===== src/source/uart_config.svh =====
`ifndef UART_CONFIG_SVH
`define UART_CONFIG_SVH

// bus widths
`define UART_DATA_WIDTH    32
`define UART_ADDR_WIDTH    12

`define UART_RESET_DIVISOR 4  // ocr after reset

// --------------------
// register bit positions
`define UART_LSR_DR        0
`define UART_LSR_PE        2
`define UART_LSR_FE        3
`define UART_LSR_TEMT      5
`define UART_LCR_PEN       3
`define UART_LCR_EPS       4
`define UART_MCR_LOOP      4
`define UART_IER_RX        0
`define UART_IER_TX        1

`endif

===== src/source/uart_package.sv =====
`default_nettype none

`include "uart_config.svh"

package uart_package;

  // apb target phases
  typedef enum logic [1:0] {
    IDLE   = 2'b00,
    SETUP  = 2'b01,
    ACCESS = 2'b10
  } apb_state_e;

  typedef enum logic [2:0] {
    TX_IDLE,
    TX_START,
    TX_DATA,
    TX_PARITY,
    TX_STOP
  } tx_state_e;

  typedef enum logic [2:0] {
    RX_IDLE,
    RX_START,
    RX_DATA,
    RX_PARITY,
    RX_STOP
  } rx_state_e;

  // register map, byte addresses
  typedef enum logic [`UART_ADDR_WIDTH-1:0] {
    ADDR_TDR = 'h00,
    ADDR_RDR = 'h04,
    ADDR_LCR = 'h08,
    ADDR_OCR = 'h0C,
    ADDR_LSR = 'h10,
    ADDR_FCR = 'h14,
    ADDR_MSR = 'h18,
    ADDR_MCR = 'h1C,
    ADDR_IER = 'h20,
    ADDR_IIR = 'h24
  } reg_addr_e;

endpackage

`default_nettype wire


===== src/source/apb_uart_top.sv =====
`timescale 1ns/1ns
`default_nettype none

`include "uart_config.svh"

module apb_uart_top (
  input  logic                           apb_if,
  input  logic                           rst_n,
  input  logic                           psel,
  input  logic                           penable,
  input  logic                           pwrite,
  input  logic [`UART_ADDR_WIDTH-1:0]    paddr,
  input  logic [`UART_DATA_WIDTH-1:0]    pwdata,
  input  logic [`UART_DATA_WIDTH/8-1:0]  pstrb,
  output logic                           pready,
  output logic [`UART_DATA_WIDTH-1:0]    prdata,
  output logic                           pslverr,
  input  logic                           rxd,
  output logic                           txd,
  output logic                           irq
);

  logic        tick, tx_start, tx_busy, tx_serial;
  logic [7:0]  tx_data, rx_data;
  logic        parity_en, parity_even, loopback;
  logic [15:0] divisor;
  logic        rx_valid, rx_parity_err, rx_frame_err;
  logic        rx_in;

  // loopback keeps the line idle
  assign rx_in = loopback ? tx_serial : rxd;
  assign txd   = loopback ? 1'b1 : tx_serial;

  apb_uart_regs u_regs (
    .apb_if(apb_if), .rst_n(rst_n),
    .psel(psel), .penable(penable), .pwrite(pwrite),
    .paddr(paddr), .pwdata(pwdata), .pstrb(pstrb),
    .tx_busy(tx_busy), .rx_valid(rx_valid), .rx_data(rx_data),
    .rx_parity_err(rx_parity_err), .rx_frame_err(rx_frame_err),
    .pready(pready), .prdata(prdata), .pslverr(pslverr),
    .tx_start(tx_start), .tx_data(tx_data),
    .parity_en(parity_en), .parity_even(parity_even),
    .divisor(divisor), .loopback(loopback), .irq(irq)
  );

  uart_baud_gen u_baud (
    .apb_if(apb_if), .rst_n(rst_n), .divisor(divisor), .tick(tick)
  );

  uart_tx u_tx (
    .apb_if(apb_if), .rst_n(rst_n), .tick(tick),
    .tx_start(tx_start), .tx_data(tx_data),
    .parity_en(parity_en), .parity_even(parity_even),
    .tx_serial(tx_serial), .tx_busy(tx_busy)
  );

  uart_rx u_rx (
    .apb_if(apb_if), .rst_n(rst_n), .tick(tick), .rx_serial(rx_in),
    .parity_en(parity_en), .parity_even(parity_even),
    .rx_valid(rx_valid), .rx_data(rx_data),
    .rx_parity_err(rx_parity_err), .rx_frame_err(rx_frame_err)
  );

endmodule

`default_nettype wire


===== src/source/apb_uart_regs.sv =====
`timescale 1ns/1ns
`default_nettype none

`include "uart_config.svh"

module apb_uart_regs (
  input  logic                           apb_if,
  input  logic                           rst_n,
  input  logic                           psel,
  input  logic                           penable,
  input  logic                           pwrite,
  input  logic [`UART_ADDR_WIDTH-1:0]    paddr,
  input  logic [`UART_DATA_WIDTH-1:0]    pwdata,
  input  logic [`UART_DATA_WIDTH/8-1:0]  pstrb,
  input  logic                           tx_busy,
  input  logic                           rx_valid,
  input  logic [7:0]                     rx_data,
  input  logic                           rx_parity_err,
  input  logic                           rx_frame_err,
  output logic                           pready,
  output logic [`UART_DATA_WIDTH-1:0]    prdata,
  output logic                           pslverr,
  output logic                           tx_start,
  output logic [7:0]                     tx_data,
  output logic                           parity_en,
  output logic                           parity_even,
  output logic [15:0]                    divisor,
  output logic                           loopback,
  output logic                           irq
);
  import uart_package::*;

  localparam int DW = `UART_DATA_WIDTH;
  localparam int NB = DW / 8;

  apb_state_e state, next_state;

  logic [DW-1:0] tdr, lcr, ocr, mcr, ier;
  logic [7:0]    rdr;
  logic          data_ready, parity_err, frame_err;
  logic [DW-1:0] lsr, iir;
  logic [DW-1:0] rd_data;
  logic          acc_err;
  logic          setup_cycle, wr_cycle, rd_rdr, tx_idle;

  function automatic logic [DW-1:0] merge_bytes(input logic [DW-1:0] old_val,
                                                input logic [DW-1:0] new_val,
                                                input logic [NB-1:0] strb);
    logic [DW-1:0] res;
    res = old_val;
    for (int i = 0; i < NB; i++) begin
      if (strb[i]) begin
        res[8*i +: 8] = new_val[8*i +: 8];
      end
    end
    return res;
  endfunction

  // --------------------
  // apb phase tracking
  always_ff @(posedge apb_if or negedge rst_n) begin
    if (!rst_n) begin
      state <= IDLE;
    end else begin
      state <= next_state;
    end
  end

  always_comb begin
    next_state = IDLE;
    case (state)
      IDLE: begin
        if (psel && !penable) next_state = SETUP;
      end
      SETUP: begin
        if (psel && penable) begin
          next_state = ACCESS;
        end else if (psel) begin
          next_state = SETUP;
        end
      end
      ACCESS: begin
        if (psel && !penable) next_state = SETUP;  // back to back
      end
      default: next_state = IDLE;
    endcase
  end

  // the cycle now on the bus is a setup phase
  assign setup_cycle = (next_state == SETUP);
  assign wr_cycle    = setup_cycle & pwrite;
  assign rd_rdr      = setup_cycle & ~pwrite & (paddr == ADDR_RDR);
  assign pready      = psel & penable;

  // --------------------
  // register writes
  always_ff @(posedge apb_if or negedge rst_n) begin
    if (!rst_n) begin
      tdr <= '0;
      lcr <= '0;
      ocr <= DW'(`UART_RESET_DIVISOR);
      mcr <= '0;
      ier <= '0;
    end else if (wr_cycle) begin
      case (paddr)
        ADDR_TDR: tdr <= merge_bytes(tdr, pwdata, pstrb);
        ADDR_LCR: lcr <= merge_bytes(lcr, pwdata, pstrb);
        ADDR_OCR: ocr <= merge_bytes(ocr, pwdata, pstrb);
        ADDR_MCR: mcr <= merge_bytes(mcr, pwdata, pstrb);
        ADDR_IER: ier <= merge_bytes(ier, pwdata, pstrb);
        default: ;
      endcase
    end
  end

  // frame start, only when the transmitter can take it
  always_ff @(posedge apb_if or negedge rst_n) begin
    if (!rst_n) begin
      tx_start <= 1'b0;
    end else begin
      tx_start <= wr_cycle && (paddr == ADDR_TDR) && !tx_busy && !tx_start;
    end
  end

  // receive status
  always_ff @(posedge apb_if or negedge rst_n) begin
    if (!rst_n) begin
      rdr        <= '0;
      data_ready <= 1'b0;
      parity_err <= 1'b0;
      frame_err  <= 1'b0;
    end else if (rx_valid) begin  // new byte wins over a read
      rdr        <= rx_data;
      data_ready <= 1'b1;
      parity_err <= rx_parity_err;
      frame_err  <= rx_frame_err;
    end else if (rd_rdr) begin
      data_ready <= 1'b0;
      parity_err <= 1'b0;
      frame_err  <= 1'b0;
    end
  end

  assign tx_idle = ~tx_busy & ~tx_start;

  always_comb begin
    lsr = '0;
    lsr[`UART_LSR_DR]   = data_ready;
    lsr[`UART_LSR_PE]   = parity_err;
    lsr[`UART_LSR_FE]   = frame_err;
    lsr[`UART_LSR_TEMT] = tx_idle;
    iir = '0;
    iir[`UART_IER_RX] = data_ready & ier[`UART_IER_RX];
    iir[`UART_IER_TX] = tx_idle & ier[`UART_IER_TX];
  end

  assign irq = |iir;

  // --------------------
  // read mux and error decode
  always_comb begin
    rd_data = '0;
    acc_err = 1'b0;
    case (paddr)
      ADDR_TDR: rd_data = tdr;
      ADDR_RDR: rd_data = {{(DW-8){1'b0}}, rdr};
      ADDR_LCR: rd_data = lcr;
      ADDR_OCR: rd_data = ocr;
      ADDR_LSR: rd_data = lsr;
      ADDR_MCR: rd_data = mcr;
      ADDR_IER: rd_data = ier;
      ADDR_IIR: rd_data = iir;
      default:  acc_err = 1'b1;  // fcr, msr, unmapped
    endcase
    if (pwrite) begin
      rd_data = '0;
      if (paddr == ADDR_RDR || paddr == ADDR_LSR || paddr == ADDR_IIR) begin
        acc_err = 1'b1;  // read-only
      end
    end
  end

  always_ff @(posedge apb_if or negedge rst_n) begin
    if (!rst_n) begin
      prdata  <= '0;
      pslverr <= 1'b0;
    end else if (setup_cycle) begin
      prdata  <= rd_data;
      pslverr <= acc_err;
    end else begin
      prdata  <= '0;
      pslverr <= 1'b0;
    end
  end

  assign tx_data     = tdr[7:0];
  assign parity_en   = lcr[`UART_LCR_PEN];
  assign parity_even = lcr[`UART_LCR_EPS];
  assign divisor     = ocr[15:0];
  assign loopback    = mcr[`UART_MCR_LOOP];

  // --------------------
  a_setup_first: assert property (@(posedge apb_if) disable iff (!rst_n)
    $rose(penable) |-> $past(psel))
    else $error("penable rose without a setup phase");

  a_start_idle: assert property (@(posedge apb_if) disable iff (!rst_n)
    tx_start |-> !tx_busy)
    else $error("tx_start while transmitter busy");

endmodule

`default_nettype wire


===== src/source/uart_rx.sv =====
`timescale 1ns/1ns
`default_nettype none

module uart_rx (
  input  logic       apb_if,
  input  logic       rst_n,
  input  logic       tick,
  input  logic       rx_serial,
  input  logic       parity_en,
  input  logic       parity_even,
  output logic       rx_valid,
  output logic [7:0] rx_data,
  output logic       rx_parity_err,
  output logic       rx_frame_err
);
  import uart_package::*;

  rx_state_e  state;
  logic [1:0] sync_q;
  logic       line_q;
  logic       falling;
  logic [3:0] tick_cnt;
  logic [2:0] bit_idx;
  logic [7:0] shreg;
  logic       par_err_q;
  logic       exp_par;
  logic       mid_start, mid_bit;

  // --------------------
  // input synchronizer and edge detect
  always_ff @(posedge apb_if or negedge rst_n) begin
    if (!rst_n) begin
      sync_q <= 2'b11;
      line_q <= 1'b1;
    end else begin
      sync_q <= {sync_q[0], rx_serial};
      line_q <= sync_q[1];
    end
  end

  assign falling   = line_q & ~sync_q[1];
  assign mid_start = tick && (tick_cnt == 4'd7);
  assign mid_bit   = tick && (tick_cnt == 4'd15);
  assign exp_par   = parity_even ? ^shreg : ~^shreg;
  assign rx_data   = shreg;  // held until the next frame's data bits

  always_ff @(posedge apb_if) begin
    if (state == RX_DATA && mid_bit) begin
      shreg <= {sync_q[1], shreg[7:1]};
    end
  end

  // --------------------
  always_ff @(posedge apb_if or negedge rst_n) begin
    if (!rst_n) begin
      state         <= RX_IDLE;
      tick_cnt      <= 4'd0;
      bit_idx       <= 3'd0;
      par_err_q     <= 1'b0;
      rx_valid      <= 1'b0;
      rx_parity_err <= 1'b0;
      rx_frame_err  <= 1'b0;
    end else begin
      rx_valid <= 1'b0;
      if (state != RX_IDLE && tick) tick_cnt <= tick_cnt + 4'd1;
      case (state)
        RX_IDLE: begin
          tick_cnt  <= 4'd0;
          par_err_q <= 1'b0;
          if (falling) state <= RX_START;
        end
        RX_START: begin
          if (mid_start) begin
            tick_cnt <= 4'd0;  // realign to mid-bit
            bit_idx  <= 3'd0;
            state    <= sync_q[1] ? RX_IDLE : RX_DATA;  // high means glitch
          end
        end
        RX_DATA: begin
          if (mid_bit) begin
            bit_idx <= bit_idx + 3'd1;
            if (bit_idx == 3'd7) begin
              state <= parity_en ? RX_PARITY : RX_STOP;
            end
          end
        end
        RX_PARITY: begin
          if (mid_bit) begin
            par_err_q <= sync_q[1] ^ exp_par;
            state     <= RX_STOP;
          end
        end
        RX_STOP: begin
          if (mid_bit) begin
            rx_valid      <= 1'b1;  // byte delivered even with errors
            rx_parity_err <= par_err_q;
            rx_frame_err  <= ~sync_q[1];
            state         <= RX_IDLE;
          end
        end
        default: state <= RX_IDLE;
      endcase
    end
  end

endmodule

`default_nettype wire


===== src/source/uart_tx.sv =====
`timescale 1ns/1ns
`default_nettype none

module uart_tx (
  input  logic       apb_if,
  input  logic       rst_n,
  input  logic       tick,
  input  logic       tx_start,
  input  logic [7:0] tx_data,
  input  logic       parity_en,
  input  logic       parity_even,
  output logic       tx_serial,
  output logic       tx_busy
);
  import uart_package::*;

  tx_state_e  state;
  logic [3:0] tick_cnt;
  logic [2:0] bit_idx;
  logic [7:0] shreg;
  logic       par_bit;
  logic       par_en_q;
  logic       bit_end;

  assign bit_end = tick && (tick_cnt == 4'd15);  // 16 ticks per bit

  // payload shifter
  always_ff @(posedge apb_if) begin
    if (state == TX_IDLE && tx_start) begin
      shreg <= tx_data;
    end else if (state == TX_DATA && bit_end) begin
      shreg <= {1'b0, shreg[7:1]};
    end
  end

  always_ff @(posedge apb_if or negedge rst_n) begin
    if (!rst_n) begin
      state     <= TX_IDLE;
      tick_cnt  <= 4'd0;
      bit_idx   <= 3'd0;
      par_bit   <= 1'b0;
      par_en_q  <= 1'b0;
      tx_busy   <= 1'b0;
      tx_serial <= 1'b1;
    end else begin
      if (state != TX_IDLE && tick) tick_cnt <= tick_cnt + 4'd1;
      case (state)
        TX_IDLE: begin
          tick_cnt <= 4'd0;
          if (tx_start) begin
            tx_busy  <= 1'b1;
            par_en_q <= parity_en;
            par_bit  <= parity_even ? ^tx_data : ~^tx_data;
          end else if (tx_busy && tick) begin
            state     <= TX_START;  // frame starts on a tick
            tx_serial <= 1'b0;
          end
        end
        TX_START: begin
          if (bit_end) begin
            state     <= TX_DATA;
            bit_idx   <= 3'd0;
            tx_serial <= shreg[0];
          end
        end
        TX_DATA: begin
          if (bit_end) begin
            if (bit_idx != 3'd7) begin
              bit_idx   <= bit_idx + 3'd1;
              tx_serial <= shreg[1];  // lsb first
            end else if (par_en_q) begin
              state     <= TX_PARITY;
              tx_serial <= par_bit;
            end else begin
              state     <= TX_STOP;
              tx_serial <= 1'b1;
            end
          end
        end
        TX_PARITY: begin
          if (bit_end) begin
            state     <= TX_STOP;
            tx_serial <= 1'b1;
          end
        end
        TX_STOP: begin
          if (bit_end) begin
            state   <= TX_IDLE;
            tx_busy <= 1'b0;
          end
        end
        default: state <= TX_IDLE;
      endcase
    end
  end

  a_idle_mark: assert property (@(posedge apb_if) disable iff (!rst_n)
    (state == TX_IDLE) |-> tx_serial)
    else $error("txd low while transmitter idle");

endmodule

`default_nettype wire


===== src/source/uart_baud_gen.sv =====
`timescale 1ns/1ns
`default_nettype none

module uart_baud_gen (
  input  logic        apb_if,
  input  logic        rst_n,
  input  logic [15:0] divisor,
  output logic        tick
);

  logic [15:0] cnt;
  logic [15:0] reload;

  assign reload = (divisor == 16'd0) ? 16'd1 : divisor;  // zero acts as one

  // counts reload..1, one tick per pass
  always_ff @(posedge apb_if or negedge rst_n) begin
    if (!rst_n) begin
      cnt  <= 16'd0;
      tick <= 1'b0;
    end else if (cnt <= 16'd1) begin
      cnt  <= reload;  // new divisor picked up here
      tick <= 1'b1;
    end else begin
      cnt  <= cnt - 16'd1;
      tick <= 1'b0;
    end
  end

endmodule

`default_nettype wire


===== config.mk =====
export PLATFORM = sky130hd
export DESIGN_NAME = apb_uart_top
export DESIGN_NICKNAME = d
export VERILOG_FILES = /design/src/source/uart_package.sv /design/src/source/apb_uart_top.sv /design/src/source/apb_uart_regs.sv /design/src/source/uart_rx.sv /design/src/source/uart_tx.sv /design/src/source/uart_baud_gen.sv
export VERILOG_INCLUDE_DIRS = /design/src /design/src/source
export SDC_FILE = /design/constraint.sdc
export NUM_CORES = 1
export LEC_CHECK = 0
export BUFFER_PORTS_ARGS = -buffer_cell sky130_fd_sc_hd__buf_2
export CAP_MARGIN = 20
export CORE_ASPECT_RATIO = 1.4
export CORE_UTILIZATION = 40
export DETAILED_ROUTE_END_ITERATION = 12
export GPL_ROUTABILITY_DRIVEN = 0
export MAX_ROUTING_LAYER = met4
export PLACE_DENSITY = 0.55
export SETUP_SLACK_MARGIN = 0.4
export SYNTH_ARGS = -nofsm -noshare
export SYNTH_HDL_FRONTEND = slang
export SYNTH_SLANG_ARGS = --single-unit

===== constraint.sdc =====
create_clock -name apb_if -period 3.35 [get_ports apb_if]
set_input_delay 0.335 -clock apb_if [delete_from_list [all_inputs] [get_ports apb_if]]
set_output_delay 0.335 -clock apb_if [all_outputs]
set_load 0.05 [all_outputs]

==> results.json <==
{
  "status": "completed",
  "synth_simple_gate_area_share_pct": 9.948,
  "hold_buffers": 1,
  "initial_core_util_pct": 40.80,
  "period_needed_ns": 2.567,
  "placed_cells": 1413,
  "clock_latency_ns": 0.55,
  "fin_nets": 1121,
  "seq_area_mm2": 0.006868,
  "row_count": 75,
  "stdcell_count": 1465,
  "clkTransAtPathRegs_ns": 0.06,
  "relSlewSlack_pct": 36.79,
  "slowest_stage": "or4_1",
  "portBuffers": 89,
  "hold_violations": 0,
  "crit_arrival_ns": 2.98,
  "setup_tns_ns": 0,
  "period_share_pct": 76.64,
  "cp-end-kind": "flop",
  "synth-edff-count": 16,
  "setup-violations-final": 0,
  "diodes": 0,
  "post_drt_via_cell_ratio": 5.392,
  "seqPwrFrac_pct": 48.8,
  "crit_top_cell": "or4_1",
  "cts_sinks": 271,
  "areaGrowthSynthToFinish_pct": 15.45,
  "fillers": 2742,
  "ctsLongestPathBuffers": 3,
  "comb_power_share_pct": 8.7,
  "max_stage_delay_ns": 0.56,
  "crit_buf_inv": 1,
  "synth_warnings": 0,
  "synthMuxAreaShare_pct": 19.84,
  "htree_levels": 1,
  "power_frac_clock_pct": 42.4,
  "worstHoldPathType": "input pin to flop",
  "grt_pass1_wl_um": 47870,
  "synth_top_area_share_pct": 51.07,
  "synth_top_family_by_area": "multiplexers",
  "grt_max_degree": 89,
  "crit_type": "flop to flop",
  "synth_top_cell_by_area": "dfrtp_1",
  "syn_avg_cell_area_um2": 12.84,
  "path_max_fanout": 12,
  "irDropWorstVdd_mv": 0.3730,
  "crit_required_ns": 3.76,
  "dieArea_mm2": 0.03134,
  "sw_frac_of_total_pct": 24.96,
  "cts_buffers": 28,
  "synth_cell_types": 68,
  "leakagePower_uw": 0.006623,
  "multi_input_area_mm2": 0.005177,
  "ys_ff_latch": 271,
  "powerDensity_mw_per_mm2": 520.4,
  "dr.pass1.iters": 5,
  "num_vias": 7899,
  "num_io_pins": 90,
  "final_common_cell": "dfrtp_1",
  "die_h_um": 209.1,
  "antenna_left": 0,
  "final_cell_mix": "dfrtp_1, mux2_2, buf_2, a21oi_1, nor2_1",
  "cts-root-buf": "clkbuf_16",
  "fmax_mhz": 389.5,
  "dp_hpwl_um": 20750,
  "grt_pass1_vias": 8328,
  "whs_ns": 0.05668,
  "async_reset_ff_share_pct": 94.10,
  "p_int_uw": 5523,
  "synthesis.nets": 1016,
  "core-area_mm2": 0.03003,
  "synthXorXnorAreaFrac_pct": 2.574,
  "crit_chain": "or4_1 > or4_1 > nor3_2 > buf_4 > and2_1 > a2bb2oi_1",
  "synth-compound-area-share_pct": 8.937,
  "rsz0062_at_grt": "false",
  "tightest_slew_ns": 0.9446,
  "p_switching_uw": 1837,
  "tritoncts": "yes",
  "synthAdderAreaFrac_pct": 0.8171,
  "synthesis.area_mm2": 0.01225,
  "ctsResizeCount": 0,
  "max_cap_viol_count": 0,
  "antenna_found_initial": 0,
  "synth.area.top_cells": "dfrtp_1, mux2_2, edfxtp_1",
  "wl_per_cell_um": 20.30,
  "track_usage_pct": 20.54,
  "drc_errors": 0,
  "die-width_um": 149.9,
  "ys.flop_type": "dfrtp_1",
  "total_power_uw": 7360,
  "critPathTopFamily": "simple AND/OR/NAND/NOR gates",
  "drtIter0Drc": 451,
  "maxSlewViolCount": 0,
  "synth_cells": 954,
  "globalRouteOverflowTotal": 0,
  "drive_gt1_share_pct": 34.91,
  "ys_seq_area_share_pct": 56.06,
  "cp-start-kind": "flop",
  "totalWireLength_um": 29740,
  "post-cts-setup-buffers": 0,
  "skew_ns": 0.01154
}
-- synthesized netlist by cell type (4+ instances only) --
cell type,count
dfrtp_1,250
mux2_2,166
a21oi_1,64
nor2_1,58
nand2_1,38
a22oi_1,32
mux2i_1,31
xnor2_1,26
clkbuf_1,24
o21ai_0,21
nor3_1,18
edfxtp_1,16
mux2_4,16
inv_1,15
o2bb2ai_1,11
nor2_2,10
nor4_1,10
xor2_1,10
ha_1,8
nor2_8,8
a22o_1,7
buf_2,7
nand3_1,7
or3_1,7
and2_1,6
a31oi_1,5
a32oi_1,5
and3_1,5
dfstp_2,5
or4_1,5
nand2_2,4
nand4_1,4
o31ai_1,4
-- power groups by stage --
stage	Combinational (uW)	Sequential (uW)	Clock, uW
after floorplan	433	3620	0
after global placement	642	3650	0
after detailed placement	648	3650	0
after CTS	655	3590	3230
after global routing	732	3620	3340
final	642	3590	3120
-- per-stage QoR --
stage / cell area (um^2) / util (%) / worst slack, ns
4_1_cts: 14140 / 47.10 / 0.7642
5_1_grt: 14140 / 47.10 / 0.5911
3_5_place_dp: 13220 / 44.03 / 0.4476
6_report: 14140 / 47.10 / 0.7826
2_1_floorplan: 12250 / - / 1.006
3_3_place_gp: 13220 / 44.03 / 0.4515
-- worst min-delay path, stage by stage --
cell      delay, ns
buf_2          0.11
inv_1          0.05
a211oi_1       0.06
-- final timing paths --
path | start | endpoint | slack [ns] | cells past startpoint
max in group asynchronous | rst_n | u_regs.ier[21]$_DFFE_PN0P_ | 2.09 | 3
worst min register to register | u_rx.sync_q[0]$_DFF_PN1_ | u_rx.sync_q[1]$_DFF_PN1_ | 0.36 | 0
worst min-delay path | pwrite | u_regs.pslverr$_DFF_PN0_ | 0.06 | 3
min in group asynchronous | rst_n | u_rx.bit_idx[1]$_DFFE_PN0P_ | 0.35 | 2
worst max register to register | u_baud.cnt[8]$_DFF_PN0_ | u_baud.cnt[0]$_DFF_PN0_ | 0.78 | 6
worst max-delay path | u_baud.cnt[8]$_DFF_PN0_ | u_baud.cnt[0]$_DFF_PN0_ | 0.78 | 6
-- layout make-up --
type                       instances  share of cell area [%]
clock buffer                      40                   5.644
clock inverter                    11                  0.8050
inverter                          15                  0.3981
multi-input combinational        632                   36.61
sequential                       271                   48.56
tap                              385                   3.406
timing repair buffer             111                   4.582
-- registers in the layout, summed over array words and instances (netlist names), 16 cells and up --
register,flops
u_regs.ier,32
u_regs.lcr,32
u_regs.mcr,32
u_regs.ocr,32
u_regs.prdata,32
u_regs.tdr,32
u_baud.cnt,16
-- per-layer routing --
metal,part of all wire (%),track usage [%]
met1,42,24.96
met2,52,34.79
met3,3.4,2.576
met4,3.2,7.349
met5,0,-
-- kinds of logic after synthesis --
kind of cell | Yosys count
mux | 214
flops | 271
compound gates | 169
simple gates | 205
xor+xnor | 36
fa+ha+maj | 8
buf+inv | 51
(Power assumes the default switching activity.)
